[src/agnus_pkg.sv]
package agnus_pkg;

	// --------------------
	// bus word types
	// --------------------

	typedef logic [20:1] chip_addr_t;	// chip ram word address
	typedef logic [8:1] reg_addr_t;		// custom register word address

	// one dma channel request as it arrives from its engine
	typedef struct packed {
		logic		req;			// channel wants this slot
		logic		we;				// memory write, only disk and blitter use it
		chip_addr_t	address;		// chip ram word address
		reg_addr_t	reg_address;	// destination or source register
	} dma_chan_t;

	// cpu side of the register bank
	typedef struct packed {
		logic		aen;			// register bank selected
		logic		rd;				// read strobe
		logic		hwr;			// high byte write
		logic		lwr;			// low byte write
		reg_addr_t	address;
	} cpu_bus_t;

	// the bus as driven after arbitration
	typedef struct packed {
		logic		dbr;			// agnus owns the data bus
		logic		dbwe;			// agnus memory write cycle
		chip_addr_t	address;
		reg_addr_t	reg_address;
	} chip_bus_t;

	// acks for channels that can be held off
	typedef struct packed {
		logic	spr;
		logic	cop;
		logic	blt;
	} dma_ack_t;

	// enables decoded from dmacon
	typedef struct packed {
		logic	bltpri;		// blitter nasty
		logic	bplen;
		logic	copen;
		logic	blten;
		logic	spren;
	} dma_enables_t;

	// dmacon as written through DMACON and read back through DMACONR
	typedef union packed {
		struct packed {
			logic			setclr;	// 1 sets the mask bits, 0 clears them
			logic	[1:0]	unused;
			logic	[12:0]	mask;
		} wr;
		struct packed {
			logic			zero;
			logic			bbusy;	// blitter busy
			logic			bzero;	// blitter zero flag
			logic	[12:0]	dmacon;
		} rd;
	} dmacon_word_u;

	// --------------------
	// constants
	// --------------------

	localparam reg_addr_t REG_DMACON = reg_addr_t'(9'h096 >> 1);	// word address
	localparam reg_addr_t REG_DMACONR = reg_addr_t'(9'h002 >> 1);
	localparam reg_addr_t REG_IDLE = 8'hFF;		// nothing addressed

	localparam logic [8:0] REFRESH_FIRST = 9'd1;	// odd slot, chipset side
	localparam logic [8:0] REFRESH_COUNT = 9'd4;	// spaced two slots apart

	localparam logic [1:0] BLS_CNT_MAX = 2'd3;	// missed cpu cycles before blitter stops

endpackage

[src/agnus_hcounter.sv]
`timescale 1ns/10ps

// horizontal slot counter
// one count per bus slot, odd counts are colour clock slots used by the chipset
module agnus_hcounter import agnus_pkg::*;
#(
	parameter int LINE_CYCLES = 454	// slots per line, at least 10 and at most 512
)
(
	input	logic			clk,
	input	logic			reset,
	output	logic	[8:0]	hpos,		// current slot
	output	logic			refresh,	// memory refresh slot
	output	logic			sol		// last slot of the line
);

	// --------------------
	// decode limits
	// --------------------

	localparam logic [8:0] LAST_SLOT = 9'(LINE_CYCLES - 1);

	// first slot past the refresh group
	localparam logic [8:0] REFRESH_END = REFRESH_FIRST + (REFRESH_COUNT << 1);

	logic	in_refresh_range;	// inside first..last refresh slot
	logic	refresh_parity;		// same parity as the first refresh slot

	// --------------------
	// counter
	// --------------------

	always_ff @(posedge clk)
	begin
		if (reset)
			hpos <= 9'd0;
		else if (hpos == LAST_SLOT)
			hpos <= 9'd0;			// wrap at end of line
		else
			hpos <= hpos + 9'd1;
	end

	// --------------------
	// slot decode
	// --------------------

	// refresh takes every other slot starting at REFRESH_FIRST
	assign in_refresh_range = (hpos >= REFRESH_FIRST) && (hpos < REFRESH_END);
	assign refresh_parity = (hpos[0] == REFRESH_FIRST[0]);
	assign refresh = in_refresh_range && refresh_parity;

	// high during the last slot, so the next edge starts a line
	assign sol = (hpos == LAST_SLOT);

endmodule

[src/agnus_dmacon.sv]
`timescale 1ns/10ps

// DMACON register with set/clear write and DMACONR readback
module agnus_dmacon import agnus_pkg::*;
(
	input	logic			clk,
	input	logic			reset,
	input	reg_addr_t		reg_address,	// final address after arbitration
	input	logic	[15:0]	data_in,		// register write data
	input	logic			blit_busy,		// blitter status from the engine
	input	logic			blit_zero,
	output	logic	[15:0]	data_out,		// DMACONR or zero
	output	dma_enables_t	en				// decoded channel enables
);

	// dmacon bit positions
	localparam int BIT_BLTPRI = 10;	// blitter nasty
	localparam int BIT_DMAEN = 9;		// master enable
	localparam int BIT_BPLEN = 8;
	localparam int BIT_COPEN = 7;
	localparam int BIT_BLTEN = 6;
	localparam int BIT_SPREN = 5;

	logic	[12:0]	dmacon;		// the control register itself
	dmacon_word_u	wr_word;	// incoming write, seen through the write view
	dmacon_word_u	rd_word;	// DMACONR word, built through the read view
	logic			wr_hit;		// register write addressed to DMACON
	logic			rd_hit;		// read address is DMACONR

	assign wr_hit = (reg_address == REG_DMACON);
	assign rd_hit = (reg_address == REG_DMACONR);

	// --------------------
	// write
	// --------------------

	assign wr_word = data_in;

	always_ff @(posedge clk)
	begin
		if (reset)
			dmacon <= 13'd0;
		else if (wr_hit)
		begin
			if (wr_word.wr.setclr)
				dmacon <= dmacon | wr_word.wr.mask;		// set the masked bits
			else
				dmacon <= dmacon & ~wr_word.wr.mask;	// clear the masked bits
		end
	end

	// --------------------
	// read
	// --------------------

	assign rd_word.rd = '{zero: 1'b0, bbusy: blit_busy, bzero: blit_zero, dmacon: dmacon};

	// zero when not addressed so it can be or-ed with other read sources
	assign data_out = rd_hit ? rd_word : 16'h0000;

	// --------------------
	// enables
	// --------------------

	assign en.bltpri = dmacon[BIT_BLTPRI];		// not gated by master
	assign en.bplen = dmacon[BIT_BPLEN] & dmacon[BIT_DMAEN];
	assign en.copen = dmacon[BIT_COPEN] & dmacon[BIT_DMAEN];
	assign en.blten = dmacon[BIT_BLTEN] & dmacon[BIT_DMAEN];
	assign en.spren = dmacon[BIT_SPREN] & dmacon[BIT_DMAEN];

endmodule

[src/agnus_dma_arbiter.sv]
`timescale 1ns/10ps

// chip bus arbiter
// fixed priority, first active source takes the slot, the cpu gets what is left
// disk, audio and bitplane own their slot outright
// sprite, copper and blitter transfer on the edge where ack is high
module agnus_dma_arbiter import agnus_pkg::*;
(
	input	logic			clk,
	input	logic			reset,
	input	logic	[8:0]	hpos,		// slot counter, odd slots are cck
	input	logic			refresh,	// refresh slot from the counter
	input	dma_chan_t		disk,
	input	dma_chan_t		audio,
	input	dma_chan_t		bitplane,
	input	dma_chan_t		sprite,
	input	dma_chan_t		copper,
	input	dma_chan_t		blitter,
	input	cpu_bus_t		cpu,		// cpu register access
	input	dma_enables_t	en,			// dmacon enables
	input	logic			bls,		// cpu is waiting for the bus
	input	logic			turbo,		// blitter may use every slot
	output	chip_bus_t		bus,
	output	dma_ack_t		ack
);

	// refresh cycle, no register and no write
	localparam chip_bus_t REFRESH_BUS = '{
		dbr: 1'b1,
		dbwe: 1'b0,
		address: '0,
		reg_address: REG_IDLE
	};

	logic	[1:0]	bls_cnt;		// counted cycles the cpu missed the bus
	logic			bls_block;		// counter at limit, blitter held off
	logic			bls_tick;		// counter update slot
	logic			bpl_req;		// requests after dmacon gating
	logic			spr_req;
	logic			cop_req;
	logic			blt_req;
	logic			cpu_access;		// cpu strobe present
	reg_addr_t		cpu_reg_address;
	chip_bus_t		idle_bus;		// bus when no channel is granted

	// bus word for a granted channel
	// wr_ok is set only for channels that are allowed to write memory
	function automatic chip_bus_t chan_bus(input dma_chan_t ch, input logic wr_ok);
		chip_bus_t b;
		b.dbr = 1'b1;
		b.dbwe = ch.we & wr_ok;
		b.address = ch.address;
		b.reg_address = ch.reg_address;
		return b;
	endfunction

	// --------------------
	// request gating
	// --------------------

	// disk and audio engines gate themselves
	assign bpl_req = bitplane.req & en.bplen;
	assign spr_req = sprite.req & en.spren;
	assign cop_req = copper.req & en.copen;
	assign blt_req = blitter.req & en.blten;

	assign bls_block = (bls_cnt == BLS_CNT_MAX);

	// cpu register address only while it strobes, idle otherwise
	assign cpu_access = cpu.aen & (cpu.rd | cpu.hwr | cpu.lwr);
	assign cpu_reg_address = cpu_access ? cpu.address : REG_IDLE;

	assign idle_bus = '{dbr: 1'b0, dbwe: 1'b0, address: '0, reg_address: cpu_reg_address};

	// --------------------
	// priority mux
	// --------------------

	always_comb
	begin
		bus = idle_bus;				// cpu slot unless a channel wins
		ack = '0;
		if (disk.req)
			bus = chan_bus(disk, 1'b1);			// disk may write memory
		else if (refresh)
			bus = REFRESH_BUS;
		else if (audio.req)
			bus = chan_bus(audio, 1'b0);
		else if (bpl_req)
			bus = chan_bus(bitplane, 1'b0);
		else if (spr_req)
		begin
			bus = chan_bus(sprite, 1'b0);
			ack.spr = 1'b1;
		end
		else if (cop_req)
		begin
			bus = chan_bus(copper, 1'b0);
			ack.cop = 1'b1;
		end
		else if (blt_req && !bls_block)
		begin
			bus = chan_bus(blitter, 1'b1);	// blitter may write memory
			ack.blt = 1'b1;
		end
	end

	// --------------------
	// blitter slowdown
	// --------------------

	// counts on even slots, or every slot in turbo
	assign bls_tick = ~hpos[0] | turbo;

	always_ff @(posedge clk)
	begin
		if (reset)
			bls_cnt <= 2'd0;
		else if (bls_tick)
		begin
			if (!bls || en.bltpri)
				bls_cnt <= 2'd0;				// cpu got the bus or nasty mode
			else if (!bls_block)
				bls_cnt <= bls_cnt + 2'd1;	// stops at the limit
		end
	end

endmodule

[src/agnus_bus.sv]
`timescale 1ns/10ps

// agnus chip bus
// slot counter, dmacon and arbiter, dma engines sit outside
module agnus_bus import agnus_pkg::*;
#(
	parameter int LINE_CYCLES = 454	// slots per line
)
(
	input	logic			clk,
	input	logic			reset,

	// cpu register access
	input	cpu_bus_t		cpu,
	input	logic	[15:0]	data_in,

	// dma channel requests
	input	dma_chan_t		disk,
	input	dma_chan_t		audio,
	input	dma_chan_t		bitplane,
	input	dma_chan_t		sprite,
	input	dma_chan_t		copper,
	input	dma_chan_t		blitter,

	// blitter status and bus sharing
	input	logic			blit_busy,
	input	logic			blit_zero,
	input	logic			bls,		// cpu missed the bus
	input	logic			turbo,

	output	chip_bus_t		bus,		// granted bus
	output	dma_ack_t		ack,		// sprite, copper, blitter acks
	output	logic	[15:0]	data_out,	// DMACONR readback
	output	logic			sol			// last slot of line
);

	logic	[8:0]	hpos;		// bus slot
	logic			refresh;	// refresh slot
	dma_enables_t	en;			// dmacon enables to the arbiter

	// --------------------
	// slot counter
	// --------------------

	agnus_hcounter #(
		.LINE_CYCLES(LINE_CYCLES)
	) u_hcounter (
		.clk(clk),
		.reset(reset),
		.hpos(hpos),
		.refresh(refresh),
		.sol(sol)
	);

	// --------------------
	// control register
	// --------------------

	// decodes on the arbitrated register address, not the raw cpu one
	agnus_dmacon u_dmacon (
		.clk(clk),
		.reset(reset),
		.reg_address(bus.reg_address),
		.data_in(data_in),
		.blit_busy(blit_busy),
		.blit_zero(blit_zero),
		.data_out(data_out),
		.en(en)
	);

	// --------------------
	// arbiter
	// --------------------

	agnus_dma_arbiter u_arbiter (
		.clk(clk),
		.reset(reset),
		.hpos(hpos),
		.refresh(refresh),
		.disk(disk),
		.audio(audio),
		.bitplane(bitplane),
		.sprite(sprite),
		.copper(copper),
		.blitter(blitter),
		.cpu(cpu),
		.en(en),
		.bls(bls),
		.turbo(turbo),
		.bus(bus),
		.ack(ack)
	);

endmodule

[config.mk]
export PLATFORM = sky130hd
export DESIGN_NAME = agnus_bus
export DESIGN_NICKNAME = d
export VERILOG_FILES = /design/src/agnus_pkg.sv /design/src/agnus_hcounter.sv /design/src/agnus_dmacon.sv /design/src/agnus_dma_arbiter.sv /design/src/agnus_bus.sv
export SDC_FILE = /design/constraint.sdc
export NUM_CORES = 1
export LEC_CHECK = 0
export ABC_CLOCK_PERIOD_IN_PS = 6400
export BUFFER_PORTS_ARGS = -buffer_cell sky130_fd_sc_hd__buf_2
export CAP_MARGIN = 10
export CORE_AREA = 2 2 104 106
export DETAILED_ROUTE_END_ITERATION = 12
export DIE_AREA = 0 0 106 108
export MAX_ROUTING_LAYER = met4
export PLACE_DENSITY_LB_ADDON = 0.05
export SLEW_MARGIN = 10
export SYNTH_ARGS = -nofsm -noshare
export SYNTH_HDL_FRONTEND = slang
export SYNTH_SLANG_ARGS = --single-unit
[constraint.sdc]
create_clock -name clk -period 6.4 [get_ports clk]
set_input_delay 0.96 -clock clk [delete_from_list [all_inputs] [get_ports clk]]
set_output_delay 0.96 -clock clk [all_outputs]
set_load 0.01 [all_outputs]
==> flow_summary.json <==
{
  "p_leak_nw": 2.12,
  "skew_ns": 0.00776,
  "io_buffer_count": 256,
  "ys.warnings.count": 0,
  "hpwl_mm": 11.2,
  "antenna_found_initial": 3,
  "clk_pin_slew_ns": 0.09,
  "r2r_setup_slack_ns": 2.64,
  "totalWireLength_mm": 13.9,
  "drtIter0Drc": 223,
  "synth_seq_cells": 24,
  "hold_buffers": 0,
  "async_flop_share_pct": 0,
  "dr_wl_met3_microns": 940,
  "hold_depth": 2,
  "fin_util_pct": 42.3,
  "ios": 264,
  "drv_slew": 0,
  "fp.dieArea_sq_um": 11400,
  "cp-start-kind": "input port",
  "rsz0062_at_grt": "no",
  "track_usage_pct": 23.3,
  "r2r_cells": 8,
  "layout_commonest_cell": "buf_2",
  "fin_crit_ns": 4.93,
  "final_nets": 887,
  "post_cts_buffers": 0,
  "dpl_cell_area_sq_um": 4280,
  "synth_fp_nets": 661,
  "grt_pass1_vias": 3972,
  "routed.top_layer": "met4",
  "synthFlopType": "dfxtp_1",
  "relSlewSlack_pct": 18.9,
  "numCtsBuffers": 3,
  "holdCritPathClass": "flop to flop",
  "cts_buffer_depth": 2,
  "synth_top_family_by_area": "compound AO/OA/AOI/OAI gates",
  "num_rows": 37,
  "tightestPinTransition_ns": 1.22,
  "syn_inst": 444,
  "dp_cells": 801,
  "num_vias": 4204,
  "cts_resized": 0,
  "power_density_nw_per_um2": 93.5,
  "synthSimpleGateAreaFrac_pct": 33.8,
  "finalNonFillerCells": 807,
  "dr.pass1.iters": 5,
  "cp_data_required_time_ns": 5.44,
  "m1WireLength_mm": 5.93,
  "ir_worst_vdd_uv": 71.3,
  "routedWlPerCell_microns": 17.3,
  "routabilityCongestion": 0.831,
  "die_y_microns": 108,
  "gr-total-overflow": 0,
  "synth_edf_count": 0,
  "yosysSeqAreaShare_pct": 16.2,
  "dr_wl_met2_mm": 6.88,
  "setup_viol": 0,
  "path_max_fanout": 29,
  "synth_compound_area_share_pct": 35.4,
  "synth-xor-area-share_pct": 1.48,
  "grt_pass1_wl_mm": 20.5,
  "avgSynthCellArea_sq_um": 6.68,
  "fp.coreArea_sq_um": 10200,
  "max_cap_violations": 0,
  "path_class": "input port to output pin",
  "drcViolationCount": 0,
  "status": "complete, no violations",
  "worst_setup_path_end_kind": "output pin",
  "ctsHtreeMaxLevel": 1,
  "cts_tree": "done",
  "postLayoutCellArea_sq_um": 4320,
  "totalNegativeSetupSlack_ns": 0,
  "grt_max_degree": 49,
  "clock-sinks": 24,
  "synth-adder-area-share_pct": 1.27,
  "min_period_over_period_pct": 77.1,
  "r2r-start": "u_arbiter.bls_cnt[0]",
  "ys_types": 53,
  "cp.arrival_ns": 3.97,
  "start_util_pct": 29.0,
  "die_x_microns": 106,
  "clock_latency_ns": 0.27,
  "drive_gt1_share_pct": 41.6,
  "synth.area.mux_share_pct": 4.73,
  "routed_via_density": 5.21,
  "synth_area_sq_um": 2960,
  "syn_to_final_growth_pct": 45.9,
  "max_freq_mhz": 203,
  "hold_viol_final": 0,
  "layout_common_cells": "256 x buf_2, 62 x nor2_1, 44 x a21oi_1",
  "cts_root_buf": "clkbuf_8",
  "ant_nets": 0
}
per-stage QoR:
| step | total power [mW] | hold slack, ns | setup slack, ns |
|---|---|---|---|
| CTS | 0.408 | 0.483 | 1.46 |
| floorplan | 0.220 | 0.447 | 2.52 |
| global route | 0.431 | 0.496 | 1.22 |
| detailed placement | 0.314 | 0.469 | 1.47 |
| finish | 0.404 | 0.477 | 1.47 |
| global placement | 0.313 | 0.458 | 1.56 |
where the power goes:
part / switching [mW] / internal, mW / total [mW]
combinational: 0.0797 / 0.0768 / 0.156
sequential: 0.00268 / 0.152 / 0.154
clock: 0.0512 / 0.0422 / 0.0934
total: 0.134 / 0.271 / 0.404
final cells by class:
class	count	area [sq um]
fill	1173	5910
timing repair buffer	258	1300
multi-input combinational	370	2280
clock buffer	3	41.3
inverter	13	48.8
antenna	3	7.51
tap	136	170
sequential	24	480
critical path, stage by stage:
cell and delay (ns):
buf_2 0.10, and3b_1 0.97, nand3_1 0.14, and4_1 0.27
a211oi_2 0.27, or4b_4 0.53, nor3_4 0.42, and2_1 0.20
buf_2 0.13
cells in the mapped netlist, types with 2 or more instances:
library cell / number / area share [%]
buf_4: 2 / 0.51
nand2b_1: 16 / 3.4
dfxtp_1: 24 / 16
and2_1: 16 / 3.4
o31ai_1: 2 / 0.51
o22ai_1: 2 / 0.42
nand4b_1: 2 / 0.59
mux2i_1: 14 / 4.7
clkbuf_1: 29 / 3.7
or2_2: 3 / 0.63
a22oi_1: 5 / 1.3
a211oi_2: 3 / 1.3
o21ai_0: 29 / 4.9
o32a_1: 3 / 1.0
buf_2: 5 / 0.84
nand2_1: 35 / 4.4
nor3_1: 6 / 1.0
and3_1: 8 / 1.7
o211a_1: 3 / 1.0
a31oi_1: 3 / 0.63
nor2_1: 62 / 7.9
a32oi_1: 21 / 6.2
a21oi_1: 44 / 7.4
xor2_1: 2 / 0.59
nor3_2: 3 / 1.0
nand3_1: 16 / 2.7
inv_1: 13 / 1.6
ha_1: 3 / 1.3
a21o_1: 2 / 0.51
nand4_1: 13 / 2.7
a211oi_1: 22 / 5.6
and4_1: 2 / 0.59
xnor2_1: 3 / 0.89
o211ai_1: 8 / 2.0
nor2b_1: 2 / 0.42
worst max-delay path by stage:
stage / start / endpoint / slack [ns]
finish: blitter[29] / data_out[8] / 1.47
global route: copper[29] / data_out[8] / 1.22
CTS: blitter[29] / data_out[8] / 1.46
detailed placement: blitter[29] / data_out[8] / 1.47
global placement: blitter[29] / data_out[1] / 1.56
floorplan: cpu[9] / data_out[11] / 2.52
per-layer routing:
| metal | track usage, % | vias up |
|---|---|---|
| met5 | - | - |
| met4 | 4.14 | 0 |
| met1 | 29.3 | 1911 |
| li1 | - | 2096 |
| met3 | 3.62 | 12 |
| met2 | 40.2 | 185 |
kinds of logic after synthesis:
family / Yosys count
simple gates: 192
fa+ha+maj: 3
mux: 14
other cells: 1
xor+xnor: 5
flops: 24
compound gates: 155
buf+inv: 50
Power figures use the tool's default switching activity.
